===== src/router_arb_pkg.sv =====
// router arbitration package, shared port codes, vector types and candidate slot mapping
package router_arb_pkg;

        // router geometry
        localparam int NUM_PORTS = 5;
        localparam int NUM_CAND  = 4;

        // next-hop / output port code
        typedef enum logic [2:0] {
                PORT_N    = 3'd0,
                PORT_S    = 3'd1,
                PORT_W    = 3'd2,
                PORT_E    = 3'd3,
                PORT_L    = 3'd4,
                PORT_NONE = 3'd7
        } port_t;

        // one bit per router port, indexed by port code
        typedef logic [NUM_PORTS-1:0] port_vec_t;

        // one bit per candidate slot
        typedef logic [NUM_CAND-1:0] cand_vec_t;

        // candidate slot index
        typedef logic [1:0] slot_t;

        // slot to port code for a given output
        // the four other ports sit in ascending order, the output itself is skipped
        function automatic port_t cand_port(input port_t out_port, input slot_t slot);
                logic [2:0] code;
                code = {1'b0, slot};
                if (code >= out_port) begin
                        code = code + 3'd1;
                end
                return port_t'(code);
        endfunction

endpackage


===== src/nexthop_if.sv =====
// next-hop bundle, carries the routed port code of every input's head flit
`timescale 1ns/100ps

interface nexthop_if import router_arb_pkg::*; ();

        // one code per input port, PORT_NONE when that input is idle
        port_t n_hop;
        port_t s_hop;
        port_t w_hop;
        port_t e_hop;
        port_t l_hop;

        // driven by the router top from its input pins
        modport src (
                output n_hop,
                output s_hop,
                output w_hop,
                output e_hop,
                output l_hop
        );

        // read by every output port arbiter
        modport arb (
                input n_hop,
                input s_hop,
                input w_hop,
                input e_hop,
                input l_hop
        );

endinterface


===== src/rr_request_decoder.sv =====
// request decoder, marks the candidate inputs whose next hop is this output port
`timescale 1ns/100ps

module rr_request_decoder import router_arb_pkg::*; #(
        parameter port_t OUT_PORT = PORT_N
) (
        nexthop_if.arb  hops,
        output cand_vec_t req_o
);

        // codes gathered into an array indexed by input port
        port_t hop_of [NUM_PORTS];

        assign hop_of[PORT_N] = hops.n_hop;
        assign hop_of[PORT_S] = hops.s_hop;
        assign hop_of[PORT_W] = hops.w_hop;
        assign hop_of[PORT_E] = hops.e_hop;
        assign hop_of[PORT_L] = hops.l_hop;

        // one compare per slot
        // own input is never a slot, so a u-turn cannot raise a request
        always_comb begin
                req_o = '0;
                for (int s = 0; s < NUM_CAND; s++) begin
                        if (hop_of[cand_port(OUT_PORT, slot_t'(s))] == OUT_PORT) begin
                                req_o[s] = 1'b1;
                        end
                end
        end

endmodule


===== src/rr_order_register.sv =====
// round-robin order register, one-hot priority pointer rotated by the change-order strobe
`timescale 1ns/100ps

module rr_order_register import router_arb_pkg::*; (
        input  logic      clk,
        input  logic      arst_n_i,
        input  logic      change_order_i,
        output cand_vec_t order_o
);

        // strobe sampled on the edge, new pointer seen from the next cycle
        // rotate left, slot k hands over to slot k+1, top slot wraps to 0
        always_ff @(posedge clk or negedge arst_n_i) begin
                if (!arst_n_i) begin
                        // pointer starts on slot 0
                        order_o <= cand_vec_t'(1);
                end else if (change_order_i) begin
                        order_o <= {order_o[NUM_CAND-2:0], order_o[NUM_CAND-1]};
                end
        end

endmodule


===== src/rr_priority_encoder.sv =====
// cyclic priority encoder, grants the first requesting slot at or after the pointer
`timescale 1ns/100ps

module rr_priority_encoder import router_arb_pkg::*; (
        input  cand_vec_t req_i,
        input  cand_vec_t order_i,
        output cand_vec_t gnt_o,
        output slot_t     win_o,
        output logic      any_o
);

        // pointer position as a slot index
        slot_t ptr_slot;

        // one-hot to index, pointer is always one-hot
        always_comb begin
                ptr_slot = '0;
                for (int s = 0; s < NUM_CAND; s++) begin
                        if (order_i[s]) begin
                                ptr_slot = slot_t'(s);
                        end
                end
        end

        // walk the slots starting at the pointer
        // 2-bit slot index wraps from slot 3 back to slot 0
        always_comb begin
                slot_t probe;
                logic  found;
                gnt_o = '0;
                win_o = '0;
                found = 1'b0;
                for (int k = 0; k < NUM_CAND; k++) begin
                        probe = ptr_slot + slot_t'(k);
                        if (!found && req_i[probe]) begin
                                found        = 1'b1;
                                win_o        = probe;
                                gnt_o[probe] = 1'b1;
                        end
                end
        end

        // any request at all means a grant goes out
        assign any_o = |req_i;

endmodule


===== src/rr_port_arbiter.sv =====
// output port arbiter, round-robin choice among the four other inputs for one output
`timescale 1ns/100ps

module rr_port_arbiter import router_arb_pkg::*; #(
        parameter port_t OUT_PORT = PORT_N
) (
        input  logic      clk,
        input  logic      arst_n_i,
        nexthop_if.arb    hops,
        input  logic      change_order_i,
        output port_vec_t grant_o,
        output port_t     sel_o,
        output logic      valid_o
);

        cand_vec_t slot_req;
        cand_vec_t slot_order;
        cand_vec_t slot_gnt;
        slot_t     slot_win;
        logic      any_req;

        // which of the other inputs want this output
        rr_request_decoder #(
                .OUT_PORT (OUT_PORT)
        ) i_rr_request_decoder (
                .hops  (hops),
                .req_o (slot_req)
        );

        // rotating priority pointer
        rr_order_register i_rr_order_register (
                .clk            (clk),
                .arst_n_i       (arst_n_i),
                .change_order_i (change_order_i),
                .order_o        (slot_order)
        );

        // first requester from the pointer on
        rr_priority_encoder i_rr_priority_encoder (
                .req_i   (slot_req),
                .order_i (slot_order),
                .gnt_o   (slot_gnt),
                .win_o   (slot_win),
                .any_o   (any_req)
        );

        // slot grant back onto port code positions
        always_comb begin
                grant_o = '0;
                for (int s = 0; s < NUM_CAND; s++) begin
                        if (slot_gnt[s]) begin
                                grant_o[cand_port(OUT_PORT, slot_t'(s))] = 1'b1;
                        end
                end
        end

        // crossbar select, PORT_NONE while nobody is granted
        assign sel_o   = any_req ? cand_port(OUT_PORT, slot_win) : PORT_NONE;
        assign valid_o = any_req;

endmodule


===== src/router_arbiter_top.sv =====
// router arbitration top, five round-robin output arbiters fed from the next-hop codes
`timescale 1ns/100ps

module router_arbiter_top import router_arb_pkg::*; (
        input  logic      clk,
        input  logic      arst_n_i,

        // next-hop code per input, PORT_NONE when idle
        input  port_t     n_hop_i,
        input  port_t     s_hop_i,
        input  port_t     w_hop_i,
        input  port_t     e_hop_i,
        input  port_t     l_hop_i,

        // one change-order strobe per output port
        input  port_vec_t change_order_i,

        // grant vector per output, indexed by input port code
        output port_vec_t n_grant_o,
        output port_vec_t s_grant_o,
        output port_vec_t w_grant_o,
        output port_vec_t e_grant_o,
        output port_vec_t l_grant_o,

        // crossbar select per output
        output port_t     n_sel_o,
        output port_t     s_sel_o,
        output port_t     w_sel_o,
        output port_t     e_sel_o,
        output port_t     l_sel_o,

        // grant valid, indexed by output port
        output port_vec_t valid_o
);

        // top acts as the source side of the bundle
        nexthop_if hop_bus ();

        assign hop_bus.n_hop = n_hop_i;
        assign hop_bus.s_hop = s_hop_i;
        assign hop_bus.w_hop = w_hop_i;
        assign hop_bus.e_hop = e_hop_i;
        assign hop_bus.l_hop = l_hop_i;

        // north output
        rr_port_arbiter #(.OUT_PORT(PORT_N)) i_rr_port_arbiter_n (
                .clk            (clk),
                .arst_n_i       (arst_n_i),
                .hops           (hop_bus.arb),
                .change_order_i (change_order_i[PORT_N]),
                .grant_o        (n_grant_o),
                .sel_o          (n_sel_o),
                .valid_o        (valid_o[PORT_N])
        );

        // south output
        rr_port_arbiter #(.OUT_PORT(PORT_S)) i_rr_port_arbiter_s (
                .clk            (clk),
                .arst_n_i       (arst_n_i),
                .hops           (hop_bus.arb),
                .change_order_i (change_order_i[PORT_S]),
                .grant_o        (s_grant_o),
                .sel_o          (s_sel_o),
                .valid_o        (valid_o[PORT_S])
        );

        // west output
        rr_port_arbiter #(.OUT_PORT(PORT_W)) i_rr_port_arbiter_w (
                .clk            (clk),
                .arst_n_i       (arst_n_i),
                .hops           (hop_bus.arb),
                .change_order_i (change_order_i[PORT_W]),
                .grant_o        (w_grant_o),
                .sel_o          (w_sel_o),
                .valid_o        (valid_o[PORT_W])
        );

        // east output
        rr_port_arbiter #(.OUT_PORT(PORT_E)) i_rr_port_arbiter_e (
                .clk            (clk),
                .arst_n_i       (arst_n_i),
                .hops           (hop_bus.arb),
                .change_order_i (change_order_i[PORT_E]),
                .grant_o        (e_grant_o),
                .sel_o          (e_sel_o),
                .valid_o        (valid_o[PORT_E])
        );

        // local output, toward the attached core
        rr_port_arbiter #(.OUT_PORT(PORT_L)) i_rr_port_arbiter_l (
                .clk            (clk),
                .arst_n_i       (arst_n_i),
                .hops           (hop_bus.arb),
                .change_order_i (change_order_i[PORT_L]),
                .grant_o        (l_grant_o),
                .sel_o          (l_sel_o),
                .valid_o        (valid_o[PORT_L])
        );

endmodule


===== config.mk =====
export PLATFORM = sky130hd
export DESIGN_NAME = router_arbiter_top
export DESIGN_NICKNAME = d
export VERILOG_FILES = /design/src/router_arb_pkg.sv /design/src/nexthop_if.sv /design/src/rr_request_decoder.sv /design/src/rr_order_register.sv /design/src/rr_priority_encoder.sv /design/src/rr_port_arbiter.sv /design/src/router_arbiter_top.sv
export SDC_FILE = /design/constraint.sdc
export NUM_CORES = 1
export LEC_CHECK = 0
export ABC_AREA = 1
export BUFFER_PORTS_ARGS = -buffer_cell sky130_fd_sc_hd__buf_4
export CORE_ASPECT_RATIO = 2
export CORE_MARGIN = 4
export CORE_UTILIZATION = 50
export CTS_CLUSTER_SIZE = 28
export DETAILED_ROUTE_END_ITERATION = 8
export PLACE_DENSITY = 0.77
export SLEW_MARGIN = 5
export SYNTH_ARGS = -nofsm -noshare
export SYNTH_HDL_FRONTEND = slang
export SYNTH_SLANG_ARGS = --single-unit

===== constraint.sdc =====
create_clock -name clk -period 2.3 [get_ports clk]
set_input_delay 0.345 -clock clk [delete_from_list [all_inputs] [get_ports clk]]
set_output_delay 0.345 -clock clk [all_outputs]
set_load 0.03 [all_outputs]

==> results of run 1 <==
logic make-up after synthesis:
| logic type | Yosys count |
|---|---|
| AO/OA/AOI/OAI | 97 |
| adder cells (fa/ha/maj) | 24 |
| buffers and inverters | 103 |
| flip-flops | 20 |
| multiplexers | 1 |
| other | 1 |
| AND/OR/NAND/NOR | 283 |
stage by stage:
step                std cells  hold WS (ps)  TNS [ps]  worst slack [ps]
floorplan                 533          49.4     -89.4             -89.4
global placement          764           236      -558              -157
detailed placement        764           245     -1500              -233
CTS                       796           275     -5560              -443
what timing repair did:
| action | in CTS |
|---|---|
| endpoints found under the hold margin | 15 |
| pin swaps | 70 |
| setup endpoints to repair | 34 |
| setup buffers | 30 |
| resized for setup | 171 |
| hold buffers | 1 |
==> summary.md, run 1 <==
| Metric | Value |
|---|---|
| Die H | `121 um` |
| Yosys top cell by area | `nand2_1` |
| Top cells by area, synth | `nand2_1 (17%), dfrtp_1 (12%), inv_1 (9.5%), ha_1 (9.4%), nand3_1 (7.5%)` |
| Synth Area in XOR/XNOR | `0` |
| Syn. warnings | `0` |
| Post-Syn Instances | `529` |
| Top FF cell, synth | `dfrtp_1` |
| Post-synth ARST share | `1.00` |
| Post-synth EDFFs | `0` |
| GR repair worst EP | `w_sel_o[1]` |
| CTS Buffer Depth | `2` |
| Num rows | `40` |
| Post-synthesis compound-gate area fraction | `0.201` |
| Clock H-tree levels | `1` |
| Post-Synth Simple-Gate Area | `0.406` |
| DP Area | `0.00452 mm^2` |
| Largest net degree at the start of global routing | `21` |
| Initial Util | `0.522` |
| Synth top area share | `0.170` |
| Adder-cell share of the synthesized area | `0.0942` |
| First Error | `[ERROR DPL-0038] Utilization greater than 100%, impossible to legalize` |
| Largest family of logic cells by synthesized area | `simple AND/OR/NAND/NOR gates` |
| #FFs+latches synth | `20` |
| Count leader, synth | `nand2_1` |
| Mux contribution to synthesized area | `0.00314` |
| Synthesized area | `0.00319 mm^2` |
| Stopped at | `5_1_grt` |
| Gp weighted congestion | `0.919` |
| Mapped Avg Cell Area | `6.02 um^2` |
| Dpl hpwl | `between 7 and 8 mm` |
| Seq/Total Area, Yosys | `0.159` |
| Worst EP kind | `primary output` |
| Die Wd | `64.5 um` |
| Distinct cells, synth | `35` |
| I/O Buffers | `61` |
| Inserted Clock Buffers | `3` |
| Status | `did not finish` |
| Top post-synthesis cells by count | `nand2_1 (144), inv_1 (81), nand3_1 (48)` |
| CTS Root Cell | `clkbuf_16` |
| Ports | `67` |
| CTS sink count | `20` |
==> run 2, diff against run 1 <==
--- a/config.mk
+++ b/config.mk
@@ -7,12 +7,10 @@
 export LEC_CHECK = 0
 export ABC_AREA = 1
 export BUFFER_PORTS_ARGS = -buffer_cell sky130_fd_sc_hd__buf_4
-export CORE_ASPECT_RATIO = 2
 export CORE_MARGIN = 4
-export CORE_UTILIZATION = 50
-export CTS_CLUSTER_SIZE = 28
+export CORE_UTILIZATION = 35
 export DETAILED_ROUTE_END_ITERATION = 8
-export PLACE_DENSITY = 0.77
+export PLACE_DENSITY_LB_ADDON = 0.15
 export SLEW_MARGIN = 5
 export SYNTH_ARGS = -nofsm -noshare
 export SYNTH_HDL_FRONTEND = slang
==> constraint.sdc (replaced) <==
create_clock -name clk -period 3 [get_ports clk]
set_input_delay 0.45 -clock clk [delete_from_list [all_inputs] [get_ports clk]]
set_output_delay 0.45 -clock clk [all_outputs]
set_load 0.03 [all_outputs]
==> run 2 against run 1 <==
Against the previous run:
- the flow now finishes without violations
- synthesized cell count unchanged
- synthesized area is the same
==> summary.md, run 2 <==
| Metric | Value |
|---|---|
| Max Cap Violations | `0` |
| CP endpoint kind | `primary output` |
| Initial antenna violation count | `0` |
| Die H | `103 um` |
| WL final | `8.57 mm` |
| Endpoints failing hold | `0` |
| Final antenna-violating net count | `0` |
| CTS Buffer Depth | `2` |
| Full die area | `~0.011 mm^2` |
| Final setup vio count | `0` |
| Dpl hpwl | `6.73 mm` |
| Crit path arrival time | `2470 ps` |
| Inserted Clock Buffers | `3` |
| Min Tclk post-route | `between 2000 and 3000 ps` |
| Area of the multi-input gates | `around 0.0025 mm^2` |
| Core area | `0.00881 mm^2` |
| Fin nets | `around 670` |
| Filler cells | `917` |
| CTS Hold Bufs | `0` |
| CP Max Fanout | `5` |
| Yosys top cell by area | `nand2_1` |
| Gp weighted congestion | `between 0.8 and 0.9` |
| Register Area | `514 um^2` |
| Slew Limit Fails | `0` |
| DRC marker count from the first detailed-route iteration | `161` |
| Vias per std cell | `4.89` |
| CTS sink count | `20` |
| TritonCTS clock tree | `done` |
| WS Path Type | `flop to primary output` |
| Hold WS | `roughly 55 ps` |
| Gr usage total | `0.149` |
| Synth top area share | `0.170` |
| Drt wl/cell | `11.8 um` |
| Mapped Avg Cell Area | `6.02 um^2` |
| Pwr dens | `721 mW/mm^2` |
| First-pass GRT wire length | `13.4 mm` |
| Status | `completed` |
| Worst-Skew Late Latency | `between 200 and 300 ps` |
| Commonest non-fill, non-tap cells in the layout | `nand2_1 (132), buf_4 (87), inv_1 (75), nand3_1 (45), nor2_1 (43)` |
| Post-synth ARST share | `1.00` |
| Post-Syn Instances | `around 530` |
| Final period utilization | `0.975` |
| Fmax | `342 MHz` |
| Synthesized area | `0.00319 mm^2` |
| CTS Root Cell | `clkbuf_8` |
| Post-synth EDFFs | `0` |
| DRC Markers | `0` |
| Clock H-tree levels | `1` |
| Gr ovfl total | `0` |
| Count leader, synth | `nand2_1` |
| VDD IR max | `0.391 mV` |
| Top FF cell, synth | `dfrtp_1` |
| Crit start category | `flop` |
| Via count | `~3.6k` |
| Die Wd | `103 um` |
| Ports | `67` |
| Top post-synthesis cells by count | `nand2_1 (144), inv_1 (81), nand3_1 (48)` |
| Hold/Removal Path Class | `input port to async pin` |
| Commonest non-fill, non-tap cell in the layout | `nand2_1` |
| Largest net degree at the start of global routing | `21` |
| Syn. warnings | `0` |
| Share of layout cells above drive strength 1 | `0.307` |
| 1st-pass router iterations | `5` |
| Seq/Total Area, Yosys | `0.159` |
| Top cells by area, synth | `nand2_1 (17%), dfrtp_1 (12%), inv_1 (9.5%), ha_1 (9.4%), nand3_1 (7.5%)` |
| Pleak | `around 2.3 nW` |
| Initial Util | `0.362` |
| I/O Buffers | `just over 60` |
| #FFs+latches synth | `20` |
| WP data required | `2550 ps` |
| Inserted Diodes | `0` |
| Num rows | `34` |
| RSZ-0062 raised after global routing | `true` |
| Fin Setup TNS | `0 ps` |
| Distinct cells, synth | `35` |
| Vias in the first global route | `3,003` |
| Clock skew | `roughly 6.9 ps` |
| Area growth from synthesis to layout | `32.3%` |
| Clk slew on worst S/H paths | `80 ps` |
[run 2: cell families (layout without fill, tap and decap cells)]
family                   after synthesis  count (layout)  synth area share
buffers and inverters                103             188             0.135
other                                  1               5           0.00118
adder cells (fa/ha/maj)               24              24            0.0942
multiplexers                           1               1           0.00314
flip-flops                            20              20             0.159
AO/OA/AOI/OAI                         97              97             0.201
AND/OR/NAND/NOR                      283             283             0.406
[run 2: what timing repair did]
item	4_1_cts	5_1_grt
pin swaps	1	21
gates resized for setup	5	52
endpoints found under the setup margin	2	11
buffers inserted	2	21
[run 2: final timing paths]
| check | startpoint | depth (start not counted) | endpoint | slack (ps) |
|---|---|---|---|---|
| setup / recovery | flop | 14 | n_sel_o[1] | 80 |
| hold / removal | arst_n_i | 1 | async pin | 60 |
| setup reg to reg | flop | 3 | flop | 2070 |
| hold reg to reg | flop | 2 | flop | 490 |
| max in group asynchronous | arst_n_i | 1 | async pin | 2660 |
| min in group clk | change_order_i[3] | 2 | flop | 370 |
[run 2: critical path, cell delays in order, from the launching register on]
cell and delay, ps:
dfrtp_2 460, o21ai_4 300, ha_4 280, buf_4 150, nand2_2 60, o21ai_0 80
inv_1 100, nand3_1 90, nand2_1 100, nand2_2 60, inv_1 50, ha_1 220
inv_1 60, nand2_1 60, buf_6 140
[run 2: layout make-up]
type	instances	area share
Sequential cell	20	0.122
Inverter	92	0.0831
Tap cell	108	0.0320
Multi-Input combinational cell	410	0.582
Clock buffer	4	0.0107
Timing Repair Buffer	92	0.170
[run 2: power breakdown]
group          switching (W)  internal, W  total [W]
combinational        0.00155     0.000931    0.00248
clock              0.0000902    0.0000945   0.000185
sequential         0.0000555     0.000320   0.000375
[run 2: per-layer routing]
layer / share of wire / wire length [um] / track usage / vias to the layer above
met5: 0 / 0 / 0 / -
met4: 0.0028 / 24 / 0.0120 / 0
met3: 0.053 / 456 / 0.0188 / 2
met2: 0.48 / 4090 / 0.253 / 92
met1: 0.47 / 4000 / 0.209 / 1565
li1: - / - / - / 1891
[run 2: stage by stage]
stage / power [W] / cell area (um^2) / instances / setup WS [ps] / utilization
after floorplan: 0.00196 / 3200 / 533 / 195 / -
after CTS: 0.00277 / 3860 / 705 / 16.3 / 0.439
after detailed placement: 0.00254 / 3770 / 699 / 170 / 0.428
final: 0.00304 / 4220 / 726 / 75.1 / 0.479
after global placement: 0.00253 / 3770 / 699 / 231 / 0.428
after global routing: 0.00332 / 4220 / 726 / -52.4 / 0.479
No activity file was read; power rests on OpenSTA's default activity.
